--- config.mk ---
export PLATFORM = sky130hd
export DESIGN_NAME = dual_issue_regfile
export DESIGN_NICKNAME = d
export VERILOG_FILES = /design/src/source/regfile_pkg.sv /design/src/source/regfile_write_if.sv /design/src/source/dual_issue_regfile.sv /design/src/source/regfile_read_port.sv /design/src/source/regfile_storage.sv /design/src/source/regfile_write_decode.sv
export VERILOG_INCLUDE_DIRS = /design/src /design/src/include
export SDC_FILE = /design/constraint.sdc
export NUM_CORES = 2
export LEC_CHECK = 0
export ABC_AREA = 0
export BUFFER_PORTS_ARGS = -buffer_cell sky130_fd_sc_hd__buf_2
export CORE_AREA = 2 2 421 423
export CTS_CLUSTER_SIZE = 30
export DETAILED_ROUTE_END_ITERATION = 7
export DIE_AREA = 0 0 423 425
export GPL_ROUTABILITY_DRIVEN = 0
export PLACE_DENSITY = 0.66
export SLEW_MARGIN = 20
export SYNTH_ARGS = -nofsm -noshare
export SYNTH_HDL_FRONTEND = slang
export SYNTH_SLANG_ARGS = --single-unit
--- constraint.sdc ---
create_clock -name clk_i -period 82.1 [get_ports clk_i]
set_input_delay 16.42 -clock clk_i [delete_from_list [all_inputs] [get_ports clk_i]]
set_output_delay 16.42 -clock clk_i [all_outputs]
set_load 0.01 [all_outputs]
--- src/include/regfile_consts.svh ---
// register file sizing macros, included by the package and any RTL that needs the sizes
`ifndef REGFILE_CONSTS_SVH
`define REGFILE_CONSTS_SVH

// architectural integer registers, x0 included
`define REGFILE_NUM_REGS 32

// register index width, log2 of the register count
`define REGFILE_ADDR_W 5

// data word width for RV32
`define REGFILE_XLEN 32

// read ports, two per issue slot
`define REGFILE_NUM_READ 4

// number of write ports is fixed at two by the decode logic
// and does not have a macro

// x0 index, hardwired to zero
`define REGFILE_ZERO_IDX 0

`endif

--- src/source/regfile_pkg.sv ---
// shared register file types, imported by the RTL and the testbench
package regfile_pkg;

`include "regfile_consts.svh"

    // register index as carried on rd/ra/rb ports
    typedef logic [`REGFILE_ADDR_W-1:0] reg_addr_t;

    // one register value
    typedef logic [`REGFILE_XLEN-1:0] reg_data_t;

    // one bit per register, bit 0 is never set
    typedef logic [`REGFILE_NUM_REGS-1:0] reg_mask_t;

    // whole register contents, entry 0 reads as zero
    typedef logic [`REGFILE_NUM_REGS-1:0][`REGFILE_XLEN-1:0] reg_array_t;

    // zero word, used for x0 and reset values
    localparam reg_data_t REG_ZERO = '0;

    // index of the hardwired zero register
    localparam reg_addr_t REG_X0 = reg_addr_t'(`REGFILE_ZERO_IDX);

endpackage

--- src/source/regfile_write_if.sv ---
// decoded write request passed from the write decode to the register storage
`timescale 1ns/1ps

interface regfile_write_if
    import regfile_pkg::*;
();

    // registers written this cycle
    reg_mask_t wr_en;

    // per register, 1 takes the port 1 word
    reg_mask_t wr_sel;

    // write data from each port
    reg_data_t wr_data0;
    reg_data_t wr_data1;

    modport decode (
        output wr_en,
        output wr_sel,
        output wr_data0,
        output wr_data1
    );

    modport store (
        input wr_en,
        input wr_sel,
        input wr_data0,
        input wr_data1
    );

endinterface

--- src/source/dual_issue_regfile.sv ---
// top level of the two-write, four-read register file for a dual-issue RV32 core
`timescale 1ns/1ps

`include "regfile_consts.svh"

module dual_issue_regfile
    import regfile_pkg::*;
(
    input  logic        clk_i,
    input  logic        rst_i,

    // write ports, destination 0 means no write
    input  reg_addr_t   rd0_i,
    input  reg_addr_t   rd1_i,
    input  reg_data_t   rd0_value_i,
    input  reg_data_t   rd1_value_i,

    // read indices, a/b operands per issue slot
    input  reg_addr_t   ra0_i,
    input  reg_addr_t   rb0_i,
    input  reg_addr_t   ra1_i,
    input  reg_addr_t   rb1_i,

    // read values, combinational from the indices
    output reg_data_t   ra0_value_o,
    output reg_data_t   rb0_value_o,
    output reg_data_t   ra1_value_o,
    output reg_data_t   rb1_value_o
);

    // decoded write request
    regfile_write_if wr_bus ();

    // storage contents seen by all read ports
    reg_array_t regs_w;

    // read port order is ra0, rb0, ra1, rb1
    reg_addr_t  rd_addr_w [`REGFILE_NUM_READ];
    reg_data_t  rd_data_w [`REGFILE_NUM_READ];

    regfile_write_decode u_decode
    (
        .rd0_i          (rd0_i),
        .rd0_value_i    (rd0_value_i),
        .rd1_i          (rd1_i),
        .rd1_value_i    (rd1_value_i),
        .wr             (wr_bus.decode)
    );

    regfile_storage u_storage
    (
        .clk_i          (clk_i),
        .rst_i          (rst_i),
        .wr             (wr_bus.store),
        .regs_o         (regs_w)
    );

    assign rd_addr_w[0] = ra0_i;
    assign rd_addr_w[1] = rb0_i;
    assign rd_addr_w[2] = ra1_i;
    assign rd_addr_w[3] = rb1_i;

    // one selector per read port
    for (genvar p = 0; p < `REGFILE_NUM_READ; p++)
    begin : g_read
        regfile_read_port u_read
        (
            .regs_i     (regs_w),
            .addr_i     (rd_addr_w[p]),
            .data_o     (rd_data_w[p])
        );
    end

    assign ra0_value_o = rd_data_w[0];
    assign rb0_value_o = rd_data_w[1];
    assign ra1_value_o = rd_data_w[2];
    assign rb1_value_o = rd_data_w[3];

endmodule

--- src/source/regfile_read_port.sv ---
// read port: combinational word select of one register by index, x0 reads zero
`timescale 1ns/1ps

module regfile_read_port
    import regfile_pkg::*;
(
    // register contents from storage
    input  reg_array_t  regs_i,

    // source register index
    input  reg_addr_t   addr_i,

    // selected register value
    output reg_data_t   data_o
);

    always_comb
    begin
        if (addr_i == REG_X0)
        begin
            data_o = REG_ZERO;
        end
        else
        begin
            data_o = regs_i[addr_i];
        end
    end

endmodule

--- src/source/regfile_storage.sv ---
// register storage: holds x1 to x31 and applies the decoded writes at each clock edge
`timescale 1ns/1ps

`include "regfile_consts.svh"

module regfile_storage
    import regfile_pkg::*;
(
    input  logic                clk_i,
    input  logic                rst_i,

    // decoded write request
    regfile_write_if.store      wr,

    // full contents for the read ports
    output reg_array_t          regs_o
);

    // x0 has no storage
    reg_data_t regs_q [1:`REGFILE_NUM_REGS-1];

    always_ff @(posedge clk_i or posedge rst_i)
    begin
        if (rst_i)
        begin
            for (int i = 1; i < `REGFILE_NUM_REGS; i++)
            begin
                regs_q[i] <= REG_ZERO;
            end
        end
        else
        begin
            for (int i = 1; i < `REGFILE_NUM_REGS; i++)
            begin
                if (wr.wr_en[i])
                begin
                    // select bit already encodes port 0 priority
                    if (wr.wr_sel[i])
                    begin
                        regs_q[i] <= wr.wr_data1;
                    end
                    else
                    begin
                        regs_q[i] <= wr.wr_data0;
                    end
                end
            end
        end
    end

    always_comb
    begin
        regs_o[`REGFILE_ZERO_IDX] = REG_ZERO;
        for (int i = 1; i < `REGFILE_NUM_REGS; i++)
        begin
            regs_o[i] = regs_q[i];
        end
    end

endmodule

--- src/source/regfile_write_decode.sv ---
// write decode: turns both write ports into per-register enable and select masks
`timescale 1ns/1ps

`include "regfile_consts.svh"

module regfile_write_decode
    import regfile_pkg::*;
(
    // write port 0, higher priority
    input  reg_addr_t           rd0_i,
    input  reg_data_t           rd0_value_i,

    // write port 1
    input  reg_addr_t           rd1_i,
    input  reg_data_t           rd1_value_i,

    // decoded request towards storage
    regfile_write_if.decode     wr
);

    reg_mask_t hit0;
    reg_mask_t hit1;

    // one-hot match of each destination against every register
    always_comb
    begin
        hit0 = '0;
        hit1 = '0;
        for (int i = 0; i < `REGFILE_NUM_REGS; i++)
        begin
            if (rd0_i == reg_addr_t'(i))
            begin
                hit0[i] = 1'b1;
            end
            if (rd1_i == reg_addr_t'(i))
            begin
                hit1[i] = 1'b1;
            end
        end

        // x0 is never written
        hit0[`REGFILE_ZERO_IDX] = 1'b0;
        hit1[`REGFILE_ZERO_IDX] = 1'b0;
    end

    // either port enables the register
    assign wr.wr_en = hit0 | hit1;

    // port 1 only wins where port 0 does not also target the register
    assign wr.wr_sel = hit1 & ~hit0;

    // data passes through unchanged
    assign wr.wr_data0 = rd0_value_i;
    assign wr.wr_data1 = rd1_value_i;

endmodule

* Yosys cells after proc, flatten, opt, wreduce, memory -nomap -nowiden
Cells that the tools add are included.
** Word-level totals
- Register bits after elaboration :: 992
- Input port bits :: 96
- Output and inout port bits :: 128
- Logic and storage cells :: 209
** Cells by class
- $lt $le $gt $ge :: 4
- Equality and inequality tests :: 62
- Muxes and demuxes :: 105
- Bitwise operators :: 3
- Reductions and logical operators :: 4
** Operators by type and width (count)
- 32-bit 2-to-1 mux :: 39
- 32-bit binary-select mux with 5-bit select :: 4
- 5-bit == test, second input constant :: 32
- 5-bit by 4-bit == test with 1-bit output, second input constant :: 16
- 1-bit 2-to-1 mux :: 62
- 5-bit by 3-bit == test with 1-bit output, second input constant :: 8
- 32-bit AND :: 1
- 32-bit inverter :: 1
- 32-bit bitwise OR :: 1
- 5-bit by 6-bit < comparator with 1-bit output, second input constant :: 4
- 5-bit by 2-bit == test with 1-bit output, second input constant :: 4
- 5-bit zero test :: 4
- 5-bit by 1-bit == test with 1-bit output, second input constant :: 2

* Logic depth before layout (Yosys ltp)
- Depth in word-level cells :: 5
- Mapped depth :: 10
- Gate-level depth less buffers :: 5

* Modules after synthesis
A second synthesis with hierarchy kept.
** Second synthesis, totals
- Cells, all modules :: 7379
- Area total of the unflattened synthesis :: 83164.8 µm²
** By module, submodules not included
- regfile_storage :: times used 1, cells each 4535, area each 48407.7 µm², sequential area each 24823.8 µm²
- regfile_read_port :: times used 4, cells each 664, area each 8368.0 µm², sequential area each 0.0 µm²
- regfile_write_decode :: times used 1, cells each 188, area each 1285.0 µm², sequential area each 0.0 µm²

* Least setup slack after synthesis
No wires, ideal clock.
- Path type :: input -> output
- Start :: input rb0_i[0]
- End :: output rb0_value_o[21]
- Arrival time :: 18208 ps
- Data required time :: 65680 ps
- Setup slack :: 47472 ps
- Stages on the path :: 7
- Buffers on the path :: 3
- Cells stage by stage :: clkbuf_1 > buf_2 > buf_2 > mux4_2 > mux2_2 > o21ai_0 > a21oi_1
** On the way
- Word-level cells in the longest chain between the ends :: 3
- Elaborated cells between the ends (all ways) :: 4
- Classes of those cells :: 3 x mux; 1 x reduce/logical
** Ends and longest elaborated chain
- start: declaration :: RTL line dual_issue_regfile.sv:20 : input reg_addr_t rb0_i,
- 32-bit binary-select mux with 5-bit select :: RTL line regfile_read_port.sv:25 : data_o = regs_i[addr_i];
- 32-bit 2-to-1 mux (implied by the code) :: RTL line regfile_read_port.sv:25
- 32-bit 2-to-1 mux * :: RTL line regfile_read_port.sv:19 : if (addr_i == REG_X0)
- end: declaration :: RTL line dual_issue_regfile.sv:26 : output reg_data_t rb0_value_o,
Mark *: on every way between the ends. The rest lies on a longest branch, timed or not. The select of a mux whose other input is x is not followed.

* Worst setup path in the final report
- Start :: input rb1_i[1]
- End :: output rb1_value_o[2]
** On the way
- Word-level cells in the longest chain between the ends :: 3
- Elaborated cells between the ends (all ways) :: 4
- Classes of those cells :: 3 x mux; 1 x reduce/logical
** Ends and longest elaborated chain
- start: declaration :: RTL line dual_issue_regfile.sv:22 : input reg_addr_t rb1_i,
- 32-bit binary-select mux with 5-bit select :: RTL line regfile_read_port.sv:25
- 32-bit 2-to-1 mux (implied by the code) :: RTL line regfile_read_port.sv:25
- 32-bit 2-to-1 mux * :: RTL line regfile_read_port.sv:19
- end: declaration :: RTL line dual_issue_regfile.sv:28 : output reg_data_t rb1_value_o
Marks and branches as above.

==> results by group <==
Run status
  – Status: finished, final reports clean

Die
  – Core Area: 175,000 um^2
  – # rows: approximately 150
  – Top-level I/O count: ~220
  – DIE WIDTH: between 400 and 500 um
  – Die height: between 400 and 500 um
  – Die area: 180,000 um^2
  – Starting Density: between 40 and 50%

STA
  – Setup WS post-layout: 44,790 ps
  – Finish-stage setup viols: 0
  – RSZ-0062 raised after global routing: false
  – Tmin final: roughly 37,000 ps
  – Setup TNS: 0 ps
  – Period utilization: between 40 and 50%
  – Slew HR: between 10% and 20%
  – Hold Vio Cnt, Final: 0
  – Final slew viol count: 0
  – Actual slew at the worst max-slew pin: roughly 1300 ps
  – Clock skew: 0 ps
  – Final hold slack: between 600 and 700 ps
  – Max Clock Freq: roughly 0.027 GHz

Global routing
  – Initial antenna violation count: 44
  – Overall global routing resource usage: between 30% and 40%
  – GR Overflow Total: 0
  – First-pass GRT wire length: 482 mm
  – Largest net degree at the start of global routing: between 150 and 200
  – Vias in the first global route: approximately 65,000

Synth
  – Synth top area cells: dfrtp_1, mux4_2, mux2i_1, mux2_2, o21ai_0
  – Yosys reg bits: approximately 990
  – Ys flop type: dfrtp_1
  – Top-count cell post-synth: mux2i_1
  – Post-synth top cells: mux2i_1, dfrtp_1, mux4_2, nand2_1, o21ai_0
  – Post-Syn Area: between 70,000 and 80,000 um^2
  – Syn Nets: between 7,000 and 8,000
  – Top cell type's share of synthesized area: a little under a third
  – Post-synth EDFFs: 0
  – Post-synthesis sequential area ratio: 31.7%
  – Synth Instances: between 7,000 and 8,000
  – Largest family of logic cells by synthesized area: multiplexers
  – Synth area leader: dfrtp_1
  – Synth Area in Adders: 0%
  – Synth unique cells: 38
  – Post-synthesis average cell area: between 10 and 15 um^2
  – Mux cell area share after synthesis: a little under half
  – Synth Area in XOR/XNOR: 0%
  – Synth Area in Compound Gates: about a tenth
  – Simple-gate share of the synthesized area: under 10%
  – Yosys warns: 0
  – Async S/R FF share, synth: 100%

Route
  – Iteration-0 DRC Markers: about 11,000
  – Routed len/inst: roughly 36 um
  – First-pass iteration count of the detailed router: 8
  – Post-route DRC violation count: 0
  – Post-DRT Antenna Nets: 0
  – Vias: 67,800
  – Via-per-instance ratio: slightly above 7
  – DRT Wirelength: 336 mm

Placed design
  – HPWL Detailed: between 150 and 200 mm
  – Port Buf Inserts: approximately 220
  – Post-DP Area: just over 80,000 um^2
  – Pre-CTS setup slack: about 45,000 ps
  – # placed instances: around 9,000

Power
  – Cell-internal power: ~1.3 mW
  – Switching power: 699 uW
  – Static Leakage: around 34 nW
  – Power per Cell Area: approximately 23 nW/um^2
  – Sequential Power Share: between 30% and 40%
  – Combinational Power Share: between 30 and 40%
  – Overall Power: between 1.5 and 2 mW
  – Switching Share: 35.2%
  – Clock power frac: a little over a quarter
  – VDD IR max: approximately 0.000017 V

Worst setup path
  – CP Data Required Time: 65,680 ps
  – Worst Setup End Kind: output port
  – Critical path class: in -> out
  – CP Launch Type: input pin
  – Worst-path fanout max: 49
  – Arrival time worst endpoint: ~21,000 ps

Clock tree
  – Later-pin clock latency in the skew report: a little under 800 ps
  – TritonCTS buffer count: 110
  – CTS resizes: 0
  – Clock-pin transition on the worst setup and hold timing paths: ~60 ps
  – CTS tree: done
  – Clock sink count: between 900 and 1,000
  – Cts hold-fix bufs: 0
  – CTS Buffer Depth: 3
  – Post CTS Setup Buffer Count: 0
  – H-tree depth: 3
  – CTS root buf: clkbuf_16

Layout
  – Nets: 6,967
  – Layout cell share with drive strength beyond 1: 25.8%
  – Finished Cell Area: 84,500 um^2
  – Non-filler instance count after layout: about 9,300
  – Fin util: just under 50%
  – Max FFs per register: 992
  – P&R area growth vs syn: 7.77%

Run
  – # Max-Cap Violations: 0

Hold path
  – Worst Hold Class: reg -> reg
-- power groups by stage --
| stage | Clock [mW] | Combinational (mW) | Sequential (mW) |
|---|---|---|---|
| global placement | 0 | 0.633 | 0.764 |
| CTS | 0.539 | 0.649 | 0.770 |
| floorplan | 0 | 0.503 | 0.721 |
| detailed placement | 0 | 0.648 | 0.776 |
| finish | 0.540 | 0.666 | 0.779 |
| global route | 0.559 | 0.704 | 0.797 |
-- logic make-up (layout without fill, tap and decap cells) --
logic type             Yosys count  after routing
muxes                         2398           2398
AOI/OAI and AO/OA             1507           1507
and+or+nand+nor               1496           1496
DFF                            992            992
buffers and inverters          895            568
other                            0             28
-- routing by layer --
| layer | part of all wire [%] | vias to the layer above | global-route usage, % |
|---|---|---|---|
| li1 | - | 26700 | - |
| met1 | 34 | 33400 | 44.7 |
| met2 | 42 | 5904 | 52.2 |
| met3 | 14 | 1747 | 12.9 |
| met4 | 10 | 26 | 30.9 |
| met5 | 0.056 | - | 0.0265 |
-- critical path, cell delays in order --
cell and delay (ps):
buf_8 300, buf_4 660, buf_4 760, buf_4 770, mux4_2 590, mux2i_1 150
nor2_1 60, a21oi_1 150, o221ai_1 480, buf_2 340
-- path summary, 6_finish.rpt --
kind / start / endpoint / slack, ps / depth (start not counted)
setup / recovery: rb1_i[1] / rb1_value_o[2] / 44790 / 10
hold / removal: u_storage.regs_o[582] / u_storage.regs_o[582] / 640 / 2
setup reg to reg: u_storage.regs_o[173] / u_storage.regs_o[173] / 81170 / 2
hold reg to reg: u_storage.regs_o[582] / u_storage.regs_o[582] / 640 / 2
max in group asynchronous: rst_i / u_storage.regs_o[810] / 62280 / 6
min in group asynchronous: rst_i / u_storage.regs_o[636] / 15820 / 2
-- cells in the final DEF, fill, tap and decap left out, types with 3 or more instances in the layout --
cell type / count
mux2i_1: 1212
dfrtp_1: 992
mux4_2: 885
nand2_1: 668
o21ai_0: 624
a21oi_1: 597
nor2_1: 535
mux2_2: 301
buf_2: 204
buf_4: 132
clkbuf_16: 113
nor2b_1: 103
nor3_1: 97
a221oi_1: 96
a211oi_1: 65
a31oi_1: 34
o211ai_1: 33
diode_2: 28
clkbuf_1: 26
nor2_4: 24
nand2_4: 23
a22oi_1: 20
o221ai_1: 20
clkbuf_8: 20
clkinv_2: 16
bufinv_16: 13
nor2b_4: 11
a22o_1: 11
buf_8: 11
buf_12: 8
clkinvlp_4: 7
buf_6: 6
nand2b_1: 5
inv_6: 5
or3_4: 4
nor3b_1: 4
o21ai_1: 4
nand3b_1: 3
-- area by class of cell --
class,instances,area [um^2]
Timing Repair Buffer,364,2450
Clock buffer,159,3200
Clock inverter,43,584
Antenna cell,28,70.1
Sequential cell,992,24800
Multi-Input combinational cell,5401,50400
Fill cell,15700,90800
Tap cell,2340,2930
Inverter,2,15.0
Note: power is estimated with default switching activity, not from simulation.
